[src/source/osd_pkg.sv]
package osd_pkg;

	// active screen, kept small
	localparam int H_ACT = 64;
	localparam int V_ACT = 48;

	localparam int COORD_W = 7;   // holds 0..H_ACT
	localparam int PIX_W = 24;
	localparam int VAL_W = 11;    // min, max, voltage
	localparam int FRE_W = 32;
	localparam int DEC_W = 10;    // enough for 0..999

	// text placement
	localparam int TEXT_X = 8;
	localparam int ROW_Y0 = 2;
	localparam int ROW_PITCH = 12;

	// one digit cell
	localparam int CELL_W = 8;
	localparam int CELL_H = 8;
	localparam int CELL_AW = $clog2(CELL_W);

	// rows: min, max, frequency, voltage
	localparam int N_ROWS = 4;
	localparam int N_DIGITS = 3;
	localparam int ROW_IDX_W = $clog2(N_ROWS);
	localparam int DIG_IDX_W = $clog2(N_DIGITS);
	localparam int TEXT_W = N_DIGITS * CELL_W;

	// frequency above this is shown in thousands
	localparam logic [FRE_W-1:0] FRE_DIV = 32'd1000;

	localparam logic [DEC_W-1:0] DIGIT_MAX = 10'd999;

	typedef logic [3:0] digit_t;

endpackage

[src/source/video_if.sv]
`timescale 1ns/100ps

// one pixel of the stream plus where it sits on screen
interface video_if;

	logic hs;
	logic vs;
	logic de;
	logic [osd_pkg::PIX_W-1:0] data;
	logic [osd_pkg::COORD_W-1:0] x;   // pixel within active line
	logic [osd_pkg::COORD_W-1:0] y;   // active line number

	modport src (
		output hs,
		output vs,
		output de,
		output data,
		output x,
		output y
	);

	modport snk (
		input hs,
		input vs,
		input de,
		input data,
		input x,
		input y
	);

endinterface

[src/source/osd_top.sv]
`timescale 1ns/100ps

module osd_top (
	input  logic                      pclk,
	input  logic                      rst_n,
	input  logic                      i_hs,
	input  logic                      i_vs,
	input  logic                      i_de,
	input  logic [osd_pkg::PIX_W-1:0] i_data,
	input  logic [osd_pkg::PIX_W-1:0] i_text_color,
	input  logic [osd_pkg::VAL_W-1:0] i_min,
	input  logic [osd_pkg::VAL_W-1:0] i_max,
	input  logic [osd_pkg::FRE_W-1:0] i_fre,
	input  logic [osd_pkg::VAL_W-1:0] i_volt,
	output logic                      o_hs,
	output logic                      o_vs,
	output logic                      o_de,
	output logic [osd_pkg::PIX_W-1:0] o_data
);

	osd_pkg::digit_t digits [osd_pkg::N_ROWS][osd_pkg::N_DIGITS];

	video_if u_vid ();

	// stage 1, registered stream with coordinates
	timing_gen_xy u_timing (
		.i_clk   (pclk),
		.i_rst_n (rst_n),
		.i_hs    (i_hs),
		.i_vs    (i_vs),
		.i_de    (i_de),
		.i_data  (i_data),
		.o_vid   (u_vid.src)
	);

	// values latched once per frame
	readout_digits u_digits (
		.pclk     (pclk),
		.rst_n    (rst_n),
		.i_vs     (i_vs),
		.i_min    (i_min),
		.i_max    (i_max),
		.i_volt   (i_volt),
		.i_fre    (i_fre),
		.o_digits (digits)
	);

	// stage 2
	text_overlay u_overlay (
		.pclk         (pclk),
		.rst_n        (rst_n),
		.i_vid        (u_vid.snk),
		.i_digits     (digits),
		.i_text_color (i_text_color),
		.o_hs         (o_hs),
		.o_vs         (o_vs),
		.o_de         (o_de),
		.o_data       (o_data)
	);

endmodule

[src/source/readout_digits.sv]
`timescale 1ns/100ps

module readout_digits (
	input  logic                      pclk,
	input  logic                      rst_n,
	input  logic                      i_vs,
	input  logic [osd_pkg::VAL_W-1:0] i_min,
	input  logic [osd_pkg::VAL_W-1:0] i_max,
	input  logic [osd_pkg::VAL_W-1:0] i_volt,
	input  logic [osd_pkg::FRE_W-1:0] i_fre,
	output osd_pkg::digit_t           o_digits [osd_pkg::N_ROWS][osd_pkg::N_DIGITS]
);

	logic vs_q;
	logic frame_start;
	logic [osd_pkg::FRE_W-1:0] fre_scaled;
	logic [osd_pkg::DEC_W-1:0] val [osd_pkg::N_ROWS];
	osd_pkg::digit_t nxt_digits [osd_pkg::N_ROWS][osd_pkg::N_DIGITS];

	// saturate to three decimal digits
	function automatic logic [osd_pkg::DEC_W-1:0] clamp_val(
		input logic [osd_pkg::FRE_W-1:0] v
	);
		if (v > osd_pkg::DIGIT_MAX) begin
			return osd_pkg::DIGIT_MAX;
		end
		return v[osd_pkg::DEC_W-1:0];
	endfunction

	assign fre_scaled = (i_fre >= osd_pkg::FRE_DIV) ? i_fre / osd_pkg::FRE_DIV : i_fre;

	assign val[0] = clamp_val({{(osd_pkg::FRE_W - osd_pkg::VAL_W){1'b0}}, i_min});
	assign val[1] = clamp_val({{(osd_pkg::FRE_W - osd_pkg::VAL_W){1'b0}}, i_max});
	assign val[2] = clamp_val(fre_scaled);
	assign val[3] = clamp_val({{(osd_pkg::FRE_W - osd_pkg::VAL_W){1'b0}}, i_volt});

	// units into the last slot, hundreds end up in slot 0
	always_comb begin
		logic [osd_pkg::DEC_W-1:0] rem;
		logic [osd_pkg::DEC_W-1:0] q;
		for (int r = 0; r < osd_pkg::N_ROWS; r++) begin
			rem = val[r];
			for (int d = osd_pkg::N_DIGITS - 1; d >= 0; d--) begin
				q = rem % 4'd10;
				nxt_digits[r][d] = q[3:0];
				rem = rem / 4'd10;
			end
		end
	end

	assign frame_start = i_vs & ~vs_q;

	always_ff @(posedge pclk) begin
		if (!rst_n) begin
			vs_q <= 1'b0;
		end else begin
			vs_q <= i_vs;
		end
	end

	// held for the whole frame
	always_ff @(posedge pclk) begin
		if (!rst_n) begin
			for (int r = 0; r < osd_pkg::N_ROWS; r++) begin
				for (int d = 0; d < osd_pkg::N_DIGITS; d++) begin
					o_digits[r][d] <= '0;
				end
			end
		end else if (frame_start) begin
			o_digits <= nxt_digits;
		end
	end

endmodule

[src/source/seg_glyph.sv]
`timescale 1ns/100ps

module seg_glyph (
	input  osd_pkg::digit_t             i_digit,
	input  logic [osd_pkg::CELL_AW-1:0] i_col,
	input  logic [osd_pkg::CELL_AW-1:0] i_row,
	output logic                        o_on
);

	logic [6:0] seg;   // a b c d e f g, msb first
	logic horiz;
	logic left;
	logic right;
	logic upper;
	logic lower;

	always_comb begin
		case (i_digit)
			4'd0:    seg = 7'b1111110;
			4'd1:    seg = 7'b0110000;
			4'd2:    seg = 7'b1101101;
			4'd3:    seg = 7'b1111001;
			4'd4:    seg = 7'b0110011;
			4'd5:    seg = 7'b1011011;
			4'd6:    seg = 7'b1011111;
			4'd7:    seg = 7'b1110000;
			4'd8:    seg = 7'b1111111;
			4'd9:    seg = 7'b1111011;
			default: seg = 7'b0000000;   // not a decimal digit
		endcase
	end

	// bar spans and stroke columns inside the cell
	assign horiz = (i_col >= 3'd1) && (i_col <= 3'd4);
	assign left  = (i_col == 3'd0);
	assign right = (i_col == 3'd5);
	assign upper = (i_row == 3'd1) || (i_row == 3'd2);
	assign lower = (i_row == 3'd4) || (i_row == 3'd5);

	assign o_on = (seg[6] && horiz && i_row == 3'd0) ||   // a
	              (seg[5] && right && upper) ||           // b
	              (seg[4] && right && lower) ||           // c
	              (seg[3] && horiz && i_row == 3'd6) ||   // d
	              (seg[2] && left && lower) ||            // e
	              (seg[1] && left && upper) ||            // f
	              (seg[0] && horiz && i_row == 3'd3);     // g

endmodule

[src/source/text_overlay.sv]
`timescale 1ns/100ps

module text_overlay (
	input  logic                      pclk,
	input  logic                      rst_n,
	video_if.snk                      i_vid,
	input  osd_pkg::digit_t           i_digits [osd_pkg::N_ROWS][osd_pkg::N_DIGITS],
	input  logic [osd_pkg::PIX_W-1:0] i_text_color,
	output logic                      o_hs,
	output logic                      o_vs,
	output logic                      o_de,
	output logic [osd_pkg::PIX_W-1:0] o_data
);

	logic row_hit;
	logic col_hit;
	logic win;
	logic [osd_pkg::ROW_IDX_W-1:0] row_sel;
	logic [osd_pkg::DIG_IDX_W-1:0] dig_sel;
	logic [osd_pkg::CELL_AW-1:0] cell_col;
	logic [osd_pkg::CELL_AW-1:0] cell_row;
	osd_pkg::digit_t cur_digit;
	logic glyph_on;

	// locate the pixel inside the text column
	always_comb begin
		int x_off;
		int x_dig;
		int y_off;
		row_hit = 1'b0;
		row_sel = '0;
		cell_row = '0;
		x_off = int'(i_vid.x) - osd_pkg::TEXT_X;
		x_dig = x_off / osd_pkg::CELL_W;
		col_hit = (x_off >= 0) && (x_off < osd_pkg::TEXT_W);
		dig_sel = x_dig[osd_pkg::DIG_IDX_W-1:0];
		cell_col = x_off[osd_pkg::CELL_AW-1:0];
		for (int k = 0; k < osd_pkg::N_ROWS; k++) begin
			y_off = int'(i_vid.y) - (osd_pkg::ROW_Y0 + k * osd_pkg::ROW_PITCH);
			if ((y_off >= 0) && (y_off < osd_pkg::CELL_H)) begin
				row_hit = 1'b1;
				row_sel = k[osd_pkg::ROW_IDX_W-1:0];
				cell_row = y_off[osd_pkg::CELL_AW-1:0];
			end
		end
	end

	assign win = row_hit & col_hit;

	// outside the windows the index may point past the last digit
	assign cur_digit = win ? i_digits[row_sel][dig_sel] : '0;

	seg_glyph u_glyph (
		.i_digit (cur_digit),
		.i_col   (cell_col),
		.i_row   (cell_row),
		.o_on    (glyph_on)
	);

	always_ff @(posedge pclk) begin
		if (!rst_n) begin
			o_hs   <= 1'b0;
			o_vs   <= 1'b0;
			o_de   <= 1'b0;
			o_data <= '0;
		end else begin
			o_hs <= i_vid.hs;
			o_vs <= i_vid.vs;
			o_de <= i_vid.de;
			if (i_vid.de && win && glyph_on) begin
				o_data <= i_text_color;
			end else begin
				o_data <= i_vid.data;   // pass through
			end
		end
	end

endmodule

[src/source/timing_gen_xy.sv]
`timescale 1ns/100ps

module timing_gen_xy (
	input  logic                      i_clk,
	input  logic                      i_rst_n,
	input  logic                      i_hs,
	input  logic                      i_vs,
	input  logic                      i_de,
	input  logic [osd_pkg::PIX_W-1:0] i_data,
	video_if.src                      o_vid
);

	logic de_fall;

	// o_vid.de is the previous input de
	assign de_fall = o_vid.de & ~i_de;

	always_ff @(posedge i_clk) begin
		if (!i_rst_n) begin
			o_vid.hs <= 1'b0;
			o_vid.vs <= 1'b0;
			o_vid.de <= 1'b0;
		end else begin
			o_vid.hs <= i_hs;
			o_vid.vs <= i_vs;
			o_vid.de <= i_de;
		end
	end

	// pixel x, lines up with the registered pixel
	always_ff @(posedge i_clk) begin
		if (!i_rst_n) begin
			o_vid.x <= '0;
		end else if (i_de) begin
			if (o_vid.de) begin
				o_vid.x <= o_vid.x + 1'b1;
			end else begin
				o_vid.x <= '0;   // first pixel of the line
			end
		end else begin
			o_vid.x <= '0;
		end
	end

	// line count, one step per end of active line
	always_ff @(posedge i_clk) begin
		if (!i_rst_n) begin
			o_vid.y <= '0;
		end else if (i_vs) begin
			o_vid.y <= '0;
		end else if (de_fall) begin
			o_vid.y <= o_vid.y + 1'b1;
		end
	end

	always_ff @(posedge i_clk) begin
		o_vid.data <= i_data;
	end

endmodule

[config.mk]
export PLATFORM = sky130hd
export DESIGN_NAME = osd_top
export DESIGN_NICKNAME = d
export VERILOG_FILES = /design/src/source/osd_pkg.sv /design/src/source/video_if.sv /design/src/source/osd_top.sv /design/src/source/readout_digits.sv /design/src/source/seg_glyph.sv /design/src/source/text_overlay.sv /design/src/source/timing_gen_xy.sv
export SDC_FILE = /design/constraint.sdc
export NUM_CORES = 1
export LEC_CHECK = 0
export BUFFER_PORTS_ARGS = -buffer_cell sky130_fd_sc_hd__buf_2
export CAP_MARGIN = 20
export CELL_PAD_IN_SITES_DETAIL_PLACEMENT = 1
export CELL_PAD_IN_SITES_GLOBAL_PLACEMENT = 1
export CORE_UTILIZATION = 46
export CTS_CLUSTER_SIZE = 40
export DETAILED_ROUTE_END_ITERATION = 8
export MAX_ROUTING_LAYER = met4
export PLACE_DENSITY = 0.83
export SLEW_MARGIN = 10
export SYNTH_ARGS = -nofsm -noshare
export SYNTH_HDL_FRONTEND = slang
export SYNTH_HIERARCHICAL = 1
export SYNTH_SLANG_ARGS = --single-unit
[constraint.sdc]
create_clock -name pclk -period 29.1 [get_ports pclk]
set_clock_uncertainty 0.1 [all_clocks]
set_input_delay 5.82 -clock pclk [delete_from_list [all_inputs] [get_ports pclk]]
set_output_delay 5.82 -clock pclk [all_outputs]
set_load 0.02 [all_outputs]
Word level (Yosys, flattened, before mapping)

Memories as Yosys holds them, arrays and structs flattened.
Index checks and enable logic that the tools add are counted.
Widths: inputs -> output; s select.

Logic and storage cells: 154
Bits of input ports: 118
Memories kept: 1
Memory bits (read-only): 112
Flip-flop bits (word level): 116
Output and inout port bits: 27

Add/subtract/negate cells: 8
Mux-type cells: 32
Equal/unequal tests: 7
Reductions and logical operators: 35
Div/mod/pow operators: 21
$lt $le $gt $ge: 19
Bitwise gates (word level): 9

Memories:

| name            | depth | bits a word | read ports | clocked after memory_dff | wr ports | line            | text |
|---|---|---|---|---|---|---|---|
| (no name shown) | 16    | 7           | 1          | 0                        | 0        | seg_glyph.sv:18 | `case (i_digit)` |

Operators with widths:

| cell                   | count |
|---|---|
| $ge 32x1->1 const B    | 4 |
| $lt 32x5->1 const B    | 4 |
| $mod 10x4->10 const B  | 12 |
| $div 10x4->10 const B  | 8 |
| $mux 10                | 8 |
| $gt 11x10->1 const B   | 3 |
| $div 32x10->32 const B | 1 |
| $ge 32x10->1 const B   | 1 |
| $gt 32x10->1 const B   | 1 |
| $mux 32                | 1 |
| $bmux 12 s2            | 1 |
| $mux 12                | 2 |
| $mux 24                | 1 |
| $logic_and 1x1->1      | 22 |
| $sub 7x4->8 const B    | 2 |
| $add 7x1->7 const B    | 2 |
| $eq 3x3->1 const B     | 4 |
| $mux 3                 | 4 |
| $mux 4                 | 3 |
| $mux 1                 | 9 |
| $bmux 4 s2             | 1 |
| $ge 8x1->1 const B     | 1 |
| $logic_or 1x1->1       | 8 |
| $lt 8x6->1 const B     | 1 |
| other kinds (17)       | 27 |

Depth between registers and ports, before layout

An unclocked memory read counts as a cell.

Depth in word-level cells: 25
Mapped depth: 89
Mapped depth without buffers: 70

Cells and area by module

The synthesis kept the hierarchy.

By module, submodules not included:

| module         | cells each | seq. area each (um^2) | area an instance (um^2) | instances |
|---|---|---|---|---|
| readout_digits | 2141       | 980.9                 | 14721.6                 | 1 |
| text_overlay   | 239        | 540.5                 | 1999.4                  | 1 |
| timing_gen_xy  | 94         | 820.8                 | 1144.8                  | 1 |
| seg_glyph      | 38         | 0.0                   | 282.8                   | 1 |

Worst setup path before layout

Ideal clock, no wire load.

Kind: input -> register
Start: in i_fre[24] in the netlist's numbering
End: reg u_digits/o_digits[19] in the netlist's numbering
Arrival: 22.596 ns
Path buffers: 15
Stages on the path: 84
Path slack: 6.286 ns
Data required time: 28.882 ns
Library setup time: 0.118 ns
Cell sequence: buf_6 -> or3_4 -> nor3_4 -> o22ai_4 -> o2111a_1 -> or2_1 -> buf_2 -> a21o_1 -> a2111oi_0 -> a221oi_2 -> and4_1 -> buf_2 -> a31oi_4 -> nor2_1 -> or4b_1 -> buf_2 -> a21oi_2 -> xnor2_1 -> [48 not listed] -> a21oi_1 -> and2_1 -> a22o_1 -> a221oi_4 -> buf_2 -> a21oi_1 -> xnor2_1 -> ha_1 -> and2_1 -> o21a_1 -> o32a_1 -> o32ai_1 -> and3_1 -> o221ai_1 -> a221o_1 -> and3_1 -> o21ai_1 -> a21boi_1

Word-level cells in the longest chain between the ends: 7
Elaborated cells between the ends (all ways): 8
Those cells by class: 3 x div; 2 x order compare; 3 x mux

RTL lines:

| element                                               | line                 | text |
|---|---|---|
| start, declared                                       | osd_top.sv:13        | `input logic [osd_pkg::FRE_W-1:0] i_fre,` |
| $div 32x10->32 / $ge 32x10->1 (equally long branches) | readout_digits.sv:30 | `assign fre_scaled = (i_fre >= osd_pkg::FRE_DIV) ? i_fre / osd_pkg::FRE_DIV : i_fre;` |
| $mux 32 (*)                                           | readout_digits.sv:30 |  |
| $gt 32x10->1                                          | readout_digits.sv:24 | `if (v > osd_pkg::DIGIT_MAX) begin` |
| $mux 1                                                | readout_digits.sv:24 |  |
| $mux 10 (*)                                           | readout_digits.sv:27 | `return v[osd_pkg::DEC_W-1:0];` |
| $div 10x4->10 (*)                                     | readout_digits.sv:46 | `rem = rem / 4'd10;` |
| $mod 10x4->10 (*)                                     | readout_digits.sv:44 | `q = rem % 4'd10;` |
| end signal, assigned                                  | readout_digits.sv:70 | `o_digits <= nxt_digits;` |
| end, declared                                         | readout_digits.sv:11 | `output osd_pkg::digit_t o_digits [osd_pkg::N_ROWS][osd_pkg::N_DIGITS]` |

Mark *: on every way between the ends. The rest lies on a longest branch, timed or not.
A chain may end at the register's enable or synchronous reset.

Worst setup path after layout

Start: in i_fre[31] in the netlist's numbering
End: reg u_digits/o_digits[19] in the netlist's numbering

Same word-level chain as after synthesis.

==> impl_metrics.py <==
metrics = {
    "status": {
        "status": "finished clean",
    },
    "synth": {
        "async_flop_share_pct": 0,
        "ys_ff_latch": 117,
        "syn_inst": 2512,
        "avgSynthCellArea_um2": 7.22,
        "synth_most_common_cell": "nor2_1",
        "synthesis.nets": 2682,
        "syn-cell-area_um2": 18100,
        "synth_edf_count": 0,
        "ys_top_cells_by_area": "dfxtp_1 13%, nor2_1 5.2%, mux2i_1 4.7%",
        "dominantRegCellSynth": "dfxtp_1",
        "yosysUniqueCellTypes": 155,
        "synth_warnings": 6,
        "ys_top_cells_by_count": "252 x nor2_1, 223 x nand2_1, 167 x a21oi_1",
        "yosysTopAreaCellShare_pct": 12.9,
        "ys_seq_area_share_pct": 12.9,
        "yosysTopAreaCell": "dfxtp_1",
    },
    "drt": {
        "highest_layer": "met4",
        "dr_wl_met3_mm": 1.90,
        "dr.pass1.iters": 5,
        "detail_route.iter0.violations": 1236,
        "drc": 0,
        "post_drt_wl_per_cell_um": 19.1,
        "via_count": 19700,
        "m1WireLength_mm": 28.0,
        "vias_per_cell": 6.41,
        "ant_nets": 0,
        "dr_wl_met2_mm": 28.2,
        "routed_wl_mm": 58.9,
    },
    "global_route": {
        "grt_pass1_vias": 19500,
        "overflow": 0,
        "grt_max_degree": 82,
        "grt_pass1_wl_mm": 97.7,
        "grt_util_all_layers_pct": 28.8,
        "antenna_found_initial": 1,
    },
    "sta": {
        "fin_crit_sh_pct": 93.3,
        "hold_ws_ns": 0.343,
        "rsz0062_at_grt": "false",
        "finalHoldViolCount": 0,
        "setup_slack_ns": 1.94,
        "tns_ns": 0,
        "min_period_ns": 27.16,
        "slew_viol_final": 0,
        "setup_viol": 0,
        "timing.slew.headroom_pct": 33.1,
        "max_freq_ghz": 0.0368,
        "worst_pin_slew_ns": 1.00,
    },
    "setup_path": {
        "cp_data_required_time_ns": 29.30,
        "slowest_stage": "xor2_1",
        "arrival_ns": 27.36,
        "critPathBufInv": 3,
        "crit_path_end_kind": "flop",
        "worstPathMaxFanout": 22,
        "cpMostUsedCell": "a21oi_1",
        "worst-setup-path-type": "in -> reg",
        "critPathTopFamily": "compound AO/OA/AOI/OAI gates",
        "worst_setup_path_start_kind": "primary input",
        "slowest_delay_ns": 0.78,
    },
    "clocking": {
        "cts_tree": "yes",
        "clk_pin_slew_ns": 0.06,
        "postCtsHoldBufs": 0,
        "cts_buffer_depth": 2,
        "clk_latency_ns": 0.42,
        "post_cts_buffers": 0,
        "cts.sinks": 117,
        "htreeDepth": 4,
        "cts-root-buf": "clkbuf_16",
        "cts_made_buffers": 17,
    },
    "floorplan": {
        "dieWidth_um": 201,
        "core_um2": 38700,
        "die_y_um": 201,
        "design.die.area_um2": 40300,
        "num_io_pins": 145,
        "initial_core_util_pct": 46.9,
        "rows": 72,
    },
    "place": {
        "dpl_cell_area_um2": 18900,
        "dp_hpwl_mm": 45.1,
        "gp_congestion": 0.931,
        "port_buffers": 144,
        "pre_cts_slack_ns": 1.69,
    },
    "finish": {
        "area_growth_syn_to_layout_pct": 7.29,
        "drive_gt1_share_pct": 13.8,
        "design_area_um2": 19500,
        "fin_nets": 2718,
    },
    "job": {
        "cap_violations": 0,
    },
    "hold_path": {
        "hp-class": "reg -> reg",
    },
}
==> final timing paths <==
check                      start                     to  slack, ns  depth (start not counted)
max reg2reg  u_timing/o_vid.y[2]   u_overlay/o_data[15]      23.83                         18
min            u_timing/o_vid.vs         u_overlay/o_vs       0.34                          1
max                    i_fre[31]  u_digits/o_digits[19]       1.94                         70
min reg2reg    u_timing/o_vid.vs         u_overlay/o_vs       0.34                          1
==> timing repair <==
action | in CTS | in global routing
resized for setup | 0 | 1
setup endpoints to repair | 0 | 4
hold endpoints to repair | 0 | 0
==> cell usage in the layout, fill, tap and decap left out, types with 77 or more instances in the layout <==
cell type and n:
nand3_1 81, o21ai_0 130, dfxtp_1 117, nor2_1 252, buf_2 144, inv_1 89
nand2_1 223, a21oi_1 166, xnor2_1 77, mux2i_1 85, nor3_1 79
==> kinds of logic after synthesis <==
| group | share of synthesized area [%] |
|---|---|
| XOR/XNOR | 5.34 |
| adder cells (fa/ha/maj) | 4.08 |
| AO/OA/AOI/OAI | 37.2 |
| AND/OR/NAND/NOR | 28.1 |
| buffers and inverters | 5.99 |
| flip-flops | 12.9 |
| multiplexers | 6.40 |
==> layer usage <==
layer / GRT usage [%] / vias to the layer above
li1: - / 9559
met1: 38.0 / 9705
met2: 48.1 / 405
met3: 2.27 / 70
met4: 5.97 / 0
met5: - / -
==> area by class of cell <==
| type | count | area [um2] |
|---|---|---|
| flip-flops and latches | 117 | 2340 |
| multi-input cells | 2164 | 14700 |
| clock inverters | 14 | 165 |
| inverters | 96 | 360 |
| repair buffers | 152 | 781 |
| fillers | 5067 | 19300 |
| clock buffers | 18 | 439 |
| well taps | 518 | 648 |
| diodes | 1 | 2.50 |
==> registers in the layout, summed over array words and instances, names as in the netlist <==
| signal | flops |
|---|---|
| u_digits/o_digits | 48 |
| u_overlay/o_vs | 1 |
| u_timing/o_vid.data | 24 |
| u_timing/o_vid.y | 7 |
| u_digits/vs_q | 1 |
| u_overlay/o_hs | 1 |
| u_timing/o_vid.de | 1 |
| u_timing/o_vid.vs | 1 |
| u_timing/o_vid.x | 7 |
| u_overlay/o_de | 1 |
| u_overlay/o_data | 24 |
| u_timing/o_vid.hs | 1 |
==> metrics by stage <==
stage                     utilization [%]  instances
final                                50.3       3080
after global routing                 50.3       3080
after CTS                            50.2       3079
after detailed placement             48.7       3047
after global placement               48.7       3046
after floorplan                         -       2512
Power is left out: the tool's default activity adds up to more than one toggle a clock period on the data nets, which glitch-free logic cannot reach.
